**config.mk**
```make
export PLATFORM = sky130hd
export DESIGN_NAME = simd_compare_unit
export DESIGN_NICKNAME = d
export VERILOG_FILES = /design/src/hdl/compare_pkg.sv /design/src/hdl/predicate_pkg.sv /design/src/hdl/adder_subtractor_binary.sv /design/src/hdl/arithmetic_predicates_binary.sv /design/src/hdl/lane_splitter.sv /design/src/hdl/predicate_select.sv /design/src/hdl/simd_compare_unit.sv
export SDC_FILE = /design/constraint.sdc
export NUM_CORES = 1
export LEC_CHECK = 0
export BUFFER_PORTS_ARGS = -buffer_cell sky130_fd_sc_hd__buf_2
export CAP_MARGIN = 10
export CORE_ASPECT_RATIO = 0.75
export CORE_MARGIN = 5
export CORE_UTILIZATION = 58
export CTS_CLUSTER_SIZE = 28
export DETAILED_ROUTE_END_ITERATION = 8
export PLACE_DENSITY = 0.95
export RECOVER_POWER = 25
export SYNTH_ARGS = -nofsm -noshare
export SYNTH_HDL_FRONTEND = slang
export SYNTH_SLANG_ARGS = --single-unit
```
**constraint.sdc**
```tcl
create_clock -name clk -period 8.8 [get_ports clk]
set_clock_uncertainty 0.05 [all_clocks]
set_input_delay 1.32 -clock clk [delete_from_list [all_inputs] [get_ports clk]]
set_output_delay 1.32 -clock clk [all_outputs]
set_load 0.05 [all_outputs]
```
**src/hdl/compare_pkg.sv**
```systemverilog
// ~~~~~~~~~~~~~~~~~~~~~~~~~~~~~~~~~~~~~~~~
// compare datapath sizes
// word, lane and lane-count constants
// shared by the splitter, selector and top
// ~~~~~~~~~~~~~~~~~~~~~~~~~~~~~~~~~~~~~~~~

`default_nettype none

package compare_pkg;

    // one operand word as seen on the input ports
    localparam int DATA_WIDTH = 32;

    // one packed lane, an 8-bit integer
    // read as signed or unsigned depending on the predicate
    localparam int LANE_WIDTH = 8;

    // lanes per word
    // the word must divide evenly into lanes
    localparam int LANE_COUNT = DATA_WIDTH / LANE_WIDTH;

    // lane i sits at bits i*LANE_WIDTH upward in every packed vector
    // so lane 0 is the least significant byte of the word
    // lane 3 is the most significant byte

    // the predicate vectors between lanes and selector are LANE_COUNT wide
    // bit i of each vector belongs to lane i
    // the output mask uses the same bit order

    // all lanes are compared in the same cycle
    // there is no lane width other than LANE_WIDTH

endpackage : compare_pkg

`default_nettype wire

```
**src/hdl/predicate_pkg.sv**
```systemverilog
// ~~~~~~~~~~~~~~~~~~~~~~~~~~~~~~~~~~~~~~~~
// comparison predicate codes
// opcode width and the nine predicate
// selections understood by the selector
// ~~~~~~~~~~~~~~~~~~~~~~~~~~~~~~~~~~~~~~~~

`default_nettype none

package predicate_pkg;

    // width of the predicate code carried with each strobe
    localparam int OP_WIDTH = 4;

    // equality does not care about signedness
    localparam logic [OP_WIDTH-1:0] PRED_EQ    = 4'd0;

    // unsigned forms, lanes read as 0..255
    localparam logic [OP_WIDTH-1:0] PRED_LT_U  = 4'd1;
    localparam logic [OP_WIDTH-1:0] PRED_LTE_U = 4'd2;
    localparam logic [OP_WIDTH-1:0] PRED_GT_U  = 4'd3;
    localparam logic [OP_WIDTH-1:0] PRED_GTE_U = 4'd4;

    // signed forms, lanes read as -128..127
    localparam logic [OP_WIDTH-1:0] PRED_LT_S  = 4'd5;
    localparam logic [OP_WIDTH-1:0] PRED_LTE_S = 4'd6;
    localparam logic [OP_WIDTH-1:0] PRED_GT_S  = 4'd7;
    localparam logic [OP_WIDTH-1:0] PRED_GTE_S = 4'd8;

    // number of valid codes
    // anything at or above this is flagged as an opcode error
    localparam int PRED_COUNT = 9;

    // codes 9..15 return a zero mask with op_error set
    // there is no not-equal code
    // the caller inverts the PRED_EQ mask instead

endpackage : predicate_pkg

`default_nettype wire

```
**src/hdl/adder_subtractor_binary.sv**
```systemverilog
// ~~~~~~~~~~~~~~~~~~~~~~~~~~~~~~~~~~~~~~~~
// ripple adder/subtractor
// a+b or a-b with carry-out and signed
// overflow from the top two carries
// ~~~~~~~~~~~~~~~~~~~~~~~~~~~~~~~~~~~~~~~~

`timescale 1ns/1ps
`default_nettype none

module adder_subtractor_binary #(
    parameter int WORD_WIDTH = 8
) (
    // 0 adds, 1 subtracts
    input  wire logic                  add_sub,
    // in subtract mode this acts as a borrow in
    input  wire logic                  carry_in,
    input  wire logic [WORD_WIDTH-1:0] a,
    input  wire logic [WORD_WIDTH-1:0] b,
    output logic      [WORD_WIDTH-1:0] sum,
    output logic                       carry_out,
    output logic                       overflow
);

    // b as seen by the adder, inverted when subtracting
    logic [WORD_WIDTH-1:0] b_eff;

    assign b_eff = add_sub ? ~b : b;

    always_comb begin
        // carry[i] is the carry into bit i
        logic [WORD_WIDTH:0] carry;

        // subtract is a + ~b + 1, so the carry in is forced high
        // a set carry_in then takes one back off, i.e. a borrow
        carry[0] = carry_in ^ add_sub;

        for (int i = 0; i < WORD_WIDTH; i++) begin
            sum[i]     = a[i] ^ b_eff[i] ^ carry[i];
            // generate, or propagate the incoming carry
            carry[i+1] = (a[i] & b_eff[i]) | (carry[i] & (a[i] ^ b_eff[i]));
        end

        // in subtract mode a clear carry-out means a borrow happened
        carry_out = carry[WORD_WIDTH];

        // signed overflow when the carry into the sign bit
        // disagrees with the carry out of it
        overflow  = carry[WORD_WIDTH] ^ carry[WORD_WIDTH-1];
    end

endmodule : adder_subtractor_binary

`default_nettype wire

```
**src/hdl/arithmetic_predicates_binary.sv**
```systemverilog
// ~~~~~~~~~~~~~~~~~~~~~~~~~~~~~~~~~~~~~~~~
// arithmetic predicates of one word pair
// signed and unsigned compares derived
// from the flags of a - b
// ~~~~~~~~~~~~~~~~~~~~~~~~~~~~~~~~~~~~~~~~

`timescale 1ns/1ps
`default_nettype none

module arithmetic_predicates_binary #(
    parameter int WORD_WIDTH = 8
) (
    input  wire logic [WORD_WIDTH-1:0] a,
    input  wire logic [WORD_WIDTH-1:0] b,

    output logic                       a_eq_b,

    output logic                       a_lt_b_unsigned,
    output logic                       a_lte_b_unsigned,
    output logic                       a_gt_b_unsigned,
    output logic                       a_gte_b_unsigned,

    output logic                       a_lt_b_signed,
    output logic                       a_lte_b_signed,
    output logic                       a_gt_b_signed,
    output logic                       a_gte_b_signed
);

    logic [WORD_WIDTH-1:0] difference;
    logic                  carry_out;
    logic                  overflow;

    // a - b, no borrow in
    adder_subtractor_binary #(
        .WORD_WIDTH (WORD_WIDTH)
    ) subtraction (
        .add_sub    (1'b1),
        .carry_in   (1'b0),
        .a          (a),
        .b          (b),
        .sum        (difference),
        .carry_out  (carry_out),
        .overflow   (overflow)
    );

    // sign of the raw difference, before any overflow correction
    logic negative;

    assign negative = difference[WORD_WIDTH-1];

    always_comb begin
        a_eq_b           = (difference == '0);

        // carry-out of a two's-complement subtract is an inverted borrow
        a_lt_b_unsigned  = ~carry_out;
        a_gte_b_unsigned = carry_out;
        a_lte_b_unsigned = a_lt_b_unsigned | a_eq_b;
        a_gt_b_unsigned  = a_gte_b_unsigned & ~a_eq_b;

        // the sign bit lies whenever the subtract overflowed
        a_lt_b_signed    = negative ^ overflow;
        a_gte_b_signed   = ~a_lt_b_signed;
        a_lte_b_signed   = a_lt_b_signed | a_eq_b;
        a_gt_b_signed    = a_gte_b_signed & ~a_eq_b;
    end

endmodule : arithmetic_predicates_binary

`default_nettype wire

```
**src/hdl/lane_splitter.sv**
```systemverilog
// ~~~~~~~~~~~~~~~~~~~~~~~~~~~~~~~~~~~~~~~~
// operand lane splitter
// captures a, b and op on the strobe and
// presents the words as packed lanes
// ~~~~~~~~~~~~~~~~~~~~~~~~~~~~~~~~~~~~~~~~

`timescale 1ns/1ps
`default_nettype none

module lane_splitter
    import compare_pkg::*;
    import predicate_pkg::*;
(
    input  wire logic                  clk,
    input  wire logic                  rst_n,
    input  wire logic                  valid_in,
    input  wire logic [DATA_WIDTH-1:0] a,
    input  wire logic [DATA_WIDTH-1:0] b,
    input  wire logic [OP_WIDTH-1:0]   op,
    output logic      [DATA_WIDTH-1:0] lane_a,
    output logic      [DATA_WIDTH-1:0] lane_b,
    output logic      [OP_WIDTH-1:0]   stage_op,
    output logic                       stage_valid
);

    // one register per lane and operand
    logic [LANE_WIDTH-1:0] a_lane_q [LANE_COUNT];
    logic [LANE_WIDTH-1:0] b_lane_q [LANE_COUNT];

    // strobe goes through the stage once, one cycle late
    always_ff @(posedge clk or negedge rst_n) begin
        if (!rst_n) begin
            stage_valid <= 1'b0;
        end else begin
            stage_valid <= valid_in;
        end
    end

    // payload only loads on a strobe, otherwise it holds
    always_ff @(posedge clk) begin
        if (valid_in) begin
            stage_op <= op;
        end
    end

    for (genvar i = 0; i < LANE_COUNT; i++) begin : g_lane
        // cut lane i out of each word
        always_ff @(posedge clk) begin
            if (valid_in) begin
                a_lane_q[i] <= a[i*LANE_WIDTH +: LANE_WIDTH];
                b_lane_q[i] <= b[i*LANE_WIDTH +: LANE_WIDTH];
            end
        end

        // fixed layout for the comparators, lane i at i*LANE_WIDTH
        assign lane_a[i*LANE_WIDTH +: LANE_WIDTH] = a_lane_q[i];
        assign lane_b[i*LANE_WIDTH +: LANE_WIDTH] = b_lane_q[i];
    end

endmodule : lane_splitter

`default_nettype wire

```
**src/hdl/predicate_select.sv**
```systemverilog
// ~~~~~~~~~~~~~~~~~~~~~~~~~~~~~~~~~~~~~~~~
// predicate selector
// picks the lane mask for the code,
// registers it with summaries and op_error
// ~~~~~~~~~~~~~~~~~~~~~~~~~~~~~~~~~~~~~~~~

`timescale 1ns/1ps
`default_nettype none

module predicate_select
    import compare_pkg::*;
    import predicate_pkg::*;
(
    input  wire logic                  clk,
    input  wire logic                  rst_n,
    input  wire logic                  stage_valid,
    input  wire logic [OP_WIDTH-1:0]   stage_op,

    // bit i of each vector comes from lane i
    input  wire logic [LANE_COUNT-1:0] eq_lanes,
    input  wire logic [LANE_COUNT-1:0] lt_u_lanes,
    input  wire logic [LANE_COUNT-1:0] lte_u_lanes,
    input  wire logic [LANE_COUNT-1:0] gt_u_lanes,
    input  wire logic [LANE_COUNT-1:0] gte_u_lanes,
    input  wire logic [LANE_COUNT-1:0] lt_s_lanes,
    input  wire logic [LANE_COUNT-1:0] lte_s_lanes,
    input  wire logic [LANE_COUNT-1:0] gt_s_lanes,
    input  wire logic [LANE_COUNT-1:0] gte_s_lanes,

    output logic      [LANE_COUNT-1:0] mask,
    output logic                       any_true,
    output logic                       all_true,
    output logic                       op_error,
    output logic                       result_valid
);

    logic [LANE_COUNT-1:0] sel_mask;
    logic                  op_bad;

    // codes past the last predicate are rejected
    assign op_bad = (stage_op >= PRED_COUNT);

    always_comb begin
        case (stage_op)
            PRED_EQ:    sel_mask = eq_lanes;
            PRED_LT_U:  sel_mask = lt_u_lanes;
            PRED_LTE_U: sel_mask = lte_u_lanes;
            PRED_GT_U:  sel_mask = gt_u_lanes;
            PRED_GTE_U: sel_mask = gte_u_lanes;
            PRED_LT_S:  sel_mask = lt_s_lanes;
            PRED_LTE_S: sel_mask = lte_s_lanes;
            PRED_GT_S:  sel_mask = gt_s_lanes;
            PRED_GTE_S: sel_mask = gte_s_lanes;
            // bad code, nothing selected so both summaries read 0
            default:    sel_mask = '0;
        endcase
    end

    always_ff @(posedge clk or negedge rst_n) begin
        if (!rst_n) begin
            mask         <= '0;
            any_true     <= 1'b0;
            all_true     <= 1'b0;
            op_error     <= 1'b0;
            result_valid <= 1'b0;
        end else begin
            // single-cycle strobe, no back-pressure
            result_valid <= stage_valid;
            // results hold between strobes
            if (stage_valid) begin
                mask     <= sel_mask;
                any_true <= |sel_mask;
                all_true <= &sel_mask;
                op_error <= op_bad;
            end
        end
    end

endmodule : predicate_select

`default_nettype wire

```
**src/hdl/simd_compare_unit.sv**
```systemverilog
// ~~~~~~~~~~~~~~~~~~~~~~~~~~~~~~~~~~~~~~~~
// packed lane comparator, top level
// splitter, per-lane predicates, selector
// result two cycles after each strobe
// ~~~~~~~~~~~~~~~~~~~~~~~~~~~~~~~~~~~~~~~~

`timescale 1ns/1ps
`default_nettype none

module simd_compare_unit
    import compare_pkg::*;
    import predicate_pkg::*;
(
    input  wire logic                  clk,
    input  wire logic                  rst_n,
    input  wire logic                  valid_in,
    input  wire logic [DATA_WIDTH-1:0] a,
    input  wire logic [DATA_WIDTH-1:0] b,
    input  wire logic [OP_WIDTH-1:0]   op,
    output logic      [LANE_COUNT-1:0] mask,
    output logic                       any_true,
    output logic                       all_true,
    output logic                       op_error,
    output logic                       result_valid
);

    // splitter stage outputs
    logic [DATA_WIDTH-1:0] lane_a;
    logic [DATA_WIDTH-1:0] lane_b;
    logic [OP_WIDTH-1:0]   stage_op;
    logic                  stage_valid;

    // per-predicate lane vectors, bit i from lane i
    logic [LANE_COUNT-1:0] eq_lanes;
    logic [LANE_COUNT-1:0] lt_u_lanes;
    logic [LANE_COUNT-1:0] lte_u_lanes;
    logic [LANE_COUNT-1:0] gt_u_lanes;
    logic [LANE_COUNT-1:0] gte_u_lanes;
    logic [LANE_COUNT-1:0] lt_s_lanes;
    logic [LANE_COUNT-1:0] lte_s_lanes;
    logic [LANE_COUNT-1:0] gt_s_lanes;
    logic [LANE_COUNT-1:0] gte_s_lanes;

    // stage 1, capture and lane layout
    lane_splitter lane_splitter_i (
        .clk         (clk),
        .rst_n       (rst_n),
        .valid_in    (valid_in),
        .a           (a),
        .b           (b),
        .op          (op),
        .lane_a      (lane_a),
        .lane_b      (lane_b),
        .stage_op    (stage_op),
        .stage_valid (stage_valid)
    );

    // all lanes compared at once, purely combinational
    for (genvar i = 0; i < LANE_COUNT; i++) begin : g_lane
        arithmetic_predicates_binary #(
            .WORD_WIDTH (LANE_WIDTH)
        ) lane_cmp_i (
            .a                (lane_a[i*LANE_WIDTH +: LANE_WIDTH]),
            .b                (lane_b[i*LANE_WIDTH +: LANE_WIDTH]),
            .a_eq_b           (eq_lanes[i]),
            .a_lt_b_unsigned  (lt_u_lanes[i]),
            .a_lte_b_unsigned (lte_u_lanes[i]),
            .a_gt_b_unsigned  (gt_u_lanes[i]),
            .a_gte_b_unsigned (gte_u_lanes[i]),
            .a_lt_b_signed    (lt_s_lanes[i]),
            .a_lte_b_signed   (lte_s_lanes[i]),
            .a_gt_b_signed    (gt_s_lanes[i]),
            .a_gte_b_signed   (gte_s_lanes[i])
        );
    end

    // stage 2, select and register the result
    predicate_select predicate_select_i (
        .clk          (clk),
        .rst_n        (rst_n),
        .stage_valid  (stage_valid),
        .stage_op     (stage_op),
        .eq_lanes     (eq_lanes),
        .lt_u_lanes   (lt_u_lanes),
        .lte_u_lanes  (lte_u_lanes),
        .gt_u_lanes   (gt_u_lanes),
        .gte_u_lanes  (gte_u_lanes),
        .lt_s_lanes   (lt_s_lanes),
        .lte_s_lanes  (lte_s_lanes),
        .gt_s_lanes   (gt_s_lanes),
        .gte_s_lanes  (gte_s_lanes),
        .mask         (mask),
        .any_true     (any_true),
        .all_true     (all_true),
        .op_error     (op_error),
        .result_valid (result_valid)
    );

endmodule : simd_compare_unit

`default_nettype wire

```
After elaboration in Yosys (flattened, before gate mapping)
Memories as Yosys holds them, arrays and structs flattened.
Cells that the tools add are included.
{"block": "totals", "out_inout_bits": 8, "elab_cells": 224, "input_bits": 71, "ramBits": 64, "mem_count": 2, "register_bits": 13}
{"block": "classes", "order_cmp": 1, "reduce_logical": 7, "muxes": 3, "n_eq_ne": 8, "bitwise": 196}
{"name": "lane_splitter_i.a_lane_q", "depth": 4, "width": 8, "read_ports": 4, "rd_clocked_by_memory_dff": 0, "wr": 4, "line": "lane_splitter.sv:27", "text": "logic [LANE_WIDTH-1:0] a_lane_q [LANE_COUNT];"}
{"name": "lane_splitter_i.b_lane_q", "depth": 4, "width": 8, "read_ports": 4, "rd_clocked_by_memory_dff": 0, "wr": 4, "line": "lane_splitter.sv:28", "text": "logic [LANE_WIDTH-1:0] b_lane_q [LANE_COUNT];"}
{"cell": "1-bit bitwise AND", "count": 68}
{"cell": "1-bit XOR", "count": 68}
{"cell": "1-bit bitwise OR", "count": 40}
{"cell": "4-bit case mux with 9 select lines", "count": 1}
{"cell": "8-bit logical NOT", "count": 4}
{"cell": "8-bit NOT", "count": 4}
{"cell": "4-bit by 3-bit == test with 1-bit output (second input constant)", "count": 4}
{"cell": "1-bit NOT", "count": 16}
{"cell": "4-bit by 2-bit == test with 1-bit output (second input constant)", "count": 2}
{"cell": "4-bit by 1-bit == test with 1-bit output (second input constant)", "count": 1}
{"cell": "4-bit == test (second input constant)", "count": 1}
{"cell": "4-bit >= comparator (second input constant)", "count": 1}
{"cell": "4-bit logical NOT", "count": 1}
{"cell": "4-bit AND reduction", "count": 1}
{"cell": "4-bit OR reduction", "count": 1}
{"cell": "1-bit two-way mux", "count": 2}

Longest topological paths before layout
An unclocked memory read counts as a cell.
{"block": "logic_depth", "ltp_word": 24, "ltp_mapped": 18, "ltp_nobuf": 18}

Modules after synthesis
From an unflattened synthesis, not the netlist that was laid out.
{"block": "hier_totals", "cells_unflattened": 337, "hier_area_um2": 4401.7}
{"mod": "lane_splitter", "seq_area_each_um2": 2067.0, "n_inst": 1, "cells_each": 69, "area_each_um2": 2067.0}
{"mod": "adder_subtractor_binary", "seq_area_each_um2": 0.0, "n_inst": 4, "cells_each": 33, "area_each_um2": 311.5}
{"mod": "predicate_select", "seq_area_each_um2": 200.2, "n_inst": 1, "cells_each": 80, "area_each_um2": 773.2}
{"mod": "arithmetic_predicates_binary", "seq_area_each_um2": 0.0, "n_inst": 4, "cells_each": 14, "area_each_um2": 78.8}

Worst setup path after synthesis
No wires, ideal clock.
{"block": "synth_timing", "path_kind": "flip-flop to flip-flop", "startpoint": "memory lane_splitter_i.b_lane_q[0][0]", "endpoint": "register predicate_select_i.all_true", "setup_ns": 0.080, "stages_incl_launch_ff": 17, "slack_ns": 3.940, "t_arrival_ns": 4.730, "path_buffers": 0, "t_required_ns": 8.670, "synth_period_minus_slack_ns": 4.860, "cell_sequence": "edfxtp_1 > ha_1 > fa_1 > fa_1 > fa_1 > fa_1 > inv_1 > fa_1 > inv_1 > fa_1 > fa_1 > nand4b_1 > o21ai_0 > xnor2_1 > o221a_2 > or3b_1 > o22ai_2"}
{"item": "from (decl)", "line": "lane_splitter.sv:28"}
{"item": "to (signal assigned)", "line": "predicate_select.sv:73", "text": "all_true <= &sel_mask;"}
{"item": "to (decl)", "line": "predicate_select.sv:32", "text": "output logic all_true,"}

==> summary.txt <==
Status: finished, final reports clean
Slew Limit Fails: 0
Hold Path Origin: predicate_select_i.op_error$_DFFE_PN0P_
Antenna cells: 0
Switching Power: 0.000235 W
Die Area: 0.00805 mm²
Hold-critical path depth: 1
GR peak layer: met2
Most numerous cell on the critical path: fa_1
Share of the synthesized area in the top cell type: 55.5%
Final Setup Violations: 0
Logic pwr share: 17.5%
DP HPWL: 4400 µm
Final core area utilization: 69.4%
GRT Total Usage: 16.0%
Synth area leaders: edfxtp_1, fa_1, dfrtp_1
Post-DR vias/cell: 4.86
VDD IR max: 142 µV
Worst stage delay on the critical path: 0.57 ns
Post-CTS Setup Bufs: 0
Clock transition at the registers of the reported paths: 0.08 ns
DRC violations left: 0
Global-route wire length before repair: 9570 µm
Ports: 79
CTS resizes: 0
Most common cell after layout, fill and taps aside: buf_2
Synthesized area: 0.00368 mm²
Setup tns final: 0 ns
Total power draw: 0.000835 W
Critical path cell sequence: ha_1 > fa_1 > fa_1 > fa_1 > fa_1 > inv_1 > fa_1 > inv_1 > fa_1 > fa_1 > nand4b_1 > o21ai_0 > xnor2_1 > o221a_2 > or3b_1 > o22ai_2
RSZ-0062 raised after global routing: false
Mapped Avg Cell Area: 15.6 µm²
Hold Crit Endpoint: predicate_select_i.op_error$_DFFE_PN0P_
Worst Path Arrival: 5.36 ns
Number of synthesized flops with an enable pin: 68
Critical path type: reg -> reg
Synthesized Nets: 343
Async set-reset flop share out of synthesis: 11.7%
Max_cap viols: 0
Starting Density: 59.1%
Yosys cell types: 43
Primary FF master, synth: edfxtp_1
Minimum clock period: 5.14 ns
Total CTS buffers: 9
CP max FO: 3
Crit path max-delay cell type: fa_1
Seq/Total Area, Yosys: 61.7%
Port Buffers: 78
Worst Tran Pin Value: 0.822 ns
Share of layout cells above drive strength 1: 30.4%
Die X: 102 µm
Placed instance count: 391
GR met1 Demand/Resource: 20.6%
Number of fill cells in the layout: 445
Post-synth top area cell: edfxtp_1
Synthesis-stage register bit count: 77
Congestion Overflow GR: 0
Rows: 25
Worst R2R Setup Slack: 3.66 ns
Most frequent cells in the layout: buf_2, edfxtp_1, inv_1
Largest net degree at the start of global routing: 70
Synthesis Warnings: 0
Vias after detailed routing: 1978
CTS Sinks: 77
R2r startpoint: lane_splitter_i.b_lane_q[0][0]$_DFFE_PP_
Initial antenna violation count: 0
Chip height: 79.0 µm
Reg2reg end: predicate_select_i.all_true$_DFFE_PN0P_
Routed Antenna Nets: 0
Placeable core area: 0.00622 mm²
CTS Buffer Depth: 2
Worst path required time: 9.02 ns
CP endpoint kind: flip-flop
Max frequency: 0.194 GHz
Hold-fix buffers, CTS: 0
Area grow syn2layout: 17.4%
Fin. Hold Viols: 0
Min-Delay Path Class: reg -> reg
TritonCTS clock tree: yes
Worst slew margin: 45.2%
Routing usage on met3: 6.67%
Worst-Skew Late Latency: 0.35 ns
Vias in the first global route: 2158
R2R depth: 16
Wire per inst: 14.0 µm
Final cycle utilization of the critical path: 58.4%
Cells after Synth: 236
Met2 usage: 25.1%
Leakage: 1.84 nW
RePlAce Congestion: 0.764
Total power divided by cell area: 193 mW/mm²
Final #Nets: 428
CTS root buf: clkbuf_8
Non-filler cells, final: 407
DRT iter0 DRCs: 86
Sw Ratio: 28.1%
Htree depth: 3
Router iterations before antenna repair: 4
Worst setup SP type: flip-flop
Final WL: 5690 µm
Int Power: 0.000600 W
Clock power share: 28.6%
Sequential power share: 53.9%
-- registers in the layout (all words and copies together), names as in the netlist --
name	count
lane_splitter_i.b_lane_q	32
lane_splitter_i.stage_op	4
predicate_select_i.result_valid	1
predicate_select_i.any_true	1
predicate_select_i.op_error	1
predicate_select_i.mask	4
predicate_select_i.all_true	1
lane_splitter_i.stage_valid	1
lane_splitter_i.a_lane_q	32
-- power by group through the flow --
| stage | logic (W) | registers (W) | clock network [W] |
|---|---|---|---|
| floorplan | 0.0000880 | 0.000468 | 0 |
| global placement | 0.000142 | 0.000457 | 0 |
| detailed placement | 0.000149 | 0.000459 | 0 |
| CTS | 0.000150 | 0.000451 | 0.000247 |
| global route | 0.000169 | 0.000454 | 0.000261 |
| finish | 0.000146 | 0.000450 | 0.000239 |
-- layer usage --
metal / routed length [µm] / part of all wire (%)
met3: 439 / 7.7
met5: 0 / 0
met1: 2400 / 42
met2: 2810 / 49
met4: 40 / 0.70
-- worst max-delay path: cells and delay by family (launching register included) --
kind	cells	cell delay, ns
adders and majority gates	8	3.26
AOI/OAI and AO/OA	3	0.65
and+or+nand+nor	2	0.51
DFF	1	0.37
buffers and inverters	2	0.15
xor gates and xnor gates	1	0.09
-- metrics by stage --
| stage | cell area (µm²) | setup slack, ns | hold slack [ns] |
|---|---|---|---|
| 6_report | 4320 | 3.66 | 0.428 |
| 5_1_grt | 4320 | 3.35 | 0.466 |
| 4_1_cts | 4320 | 3.63 | 0.431 |
| 3_5_place_dp | 4140 | 3.64 | 0.413 |
| 3_3_place_gp | 4140 | 3.76 | 0.415 |
| 2_1_floorplan | 3680 | 3.94 | 0.322 |
-- how the worst max path moves through the flow --
stage                     cells past startpoint  slack, ns                                startpoint                                       to
after detailed placement                     16       3.64  lane_splitter_i.b_lane_q[0][0]$_DFFE_PP_  predicate_select_i.all_true$_DFFE_PN0P_
after floorplan                              16       3.94  lane_splitter_i.b_lane_q[0][0]$_DFFE_PP_  predicate_select_i.all_true$_DFFE_PN0P_
after global routing                         16       3.35  lane_splitter_i.b_lane_q[0][0]$_DFFE_PP_  predicate_select_i.all_true$_DFFE_PN0P_
after CTS                                    16       3.63  lane_splitter_i.b_lane_q[0][0]$_DFFE_PP_  predicate_select_i.all_true$_DFFE_PN0P_
final                                        16       3.66  lane_splitter_i.b_lane_q[0][0]$_DFFE_PP_  predicate_select_i.all_true$_DFFE_PN0P_
after global placement                       16       3.76  lane_splitter_i.b_lane_q[0][0]$_DFFE_PP_  predicate_select_i.all_true$_DFFE_PN0P_
-- Yosys cell counts (4+ instances only) --
library cell and count:
dfrtp_1 9, edfxtp_1 68, fa_1 32, ha_1 4
inv_1 51, mux2i_1 6, nand2_1 5, nand4_1 4
nor2_1 8, o21ai_0 4, o22ai_1 5, xnor2_1 4
-- area by class of cell --
| type | count | area (µm²) | area share [%] |
|---|---|---|---|
| clock buffer | 9 | 124 | 2.87 |
| clock inverter | 7 | 57.6 | 1.33 |
| inverter | 51 | 191 | 4.43 |
| multi-input combinational | 103 | 1180 | 27.3 |
| sequential | 77 | 2270 | 52.5 |
| tap | 81 | 101 | 2.35 |
| timing repair buffer | 79 | 397 | 9.19 |
-- cell families (layout without fill, tap and decap cells) --
logic type               Yosys count  in the layout  synth area share (%)
adder cells (fa/ha/maj)           36             36                  18.8
XOR/XNOR                           4              4                 0.953
flip-flops                        77             77                  61.7
AO/OA/AOI/OAI                     25             25                  4.97
multiplexers                       7              7                  1.94
AND/OR/NAND/NOR                   31             31                  5.44
buffers and inverters             56            146                  6.26
(Power assumes the default switching activity.)
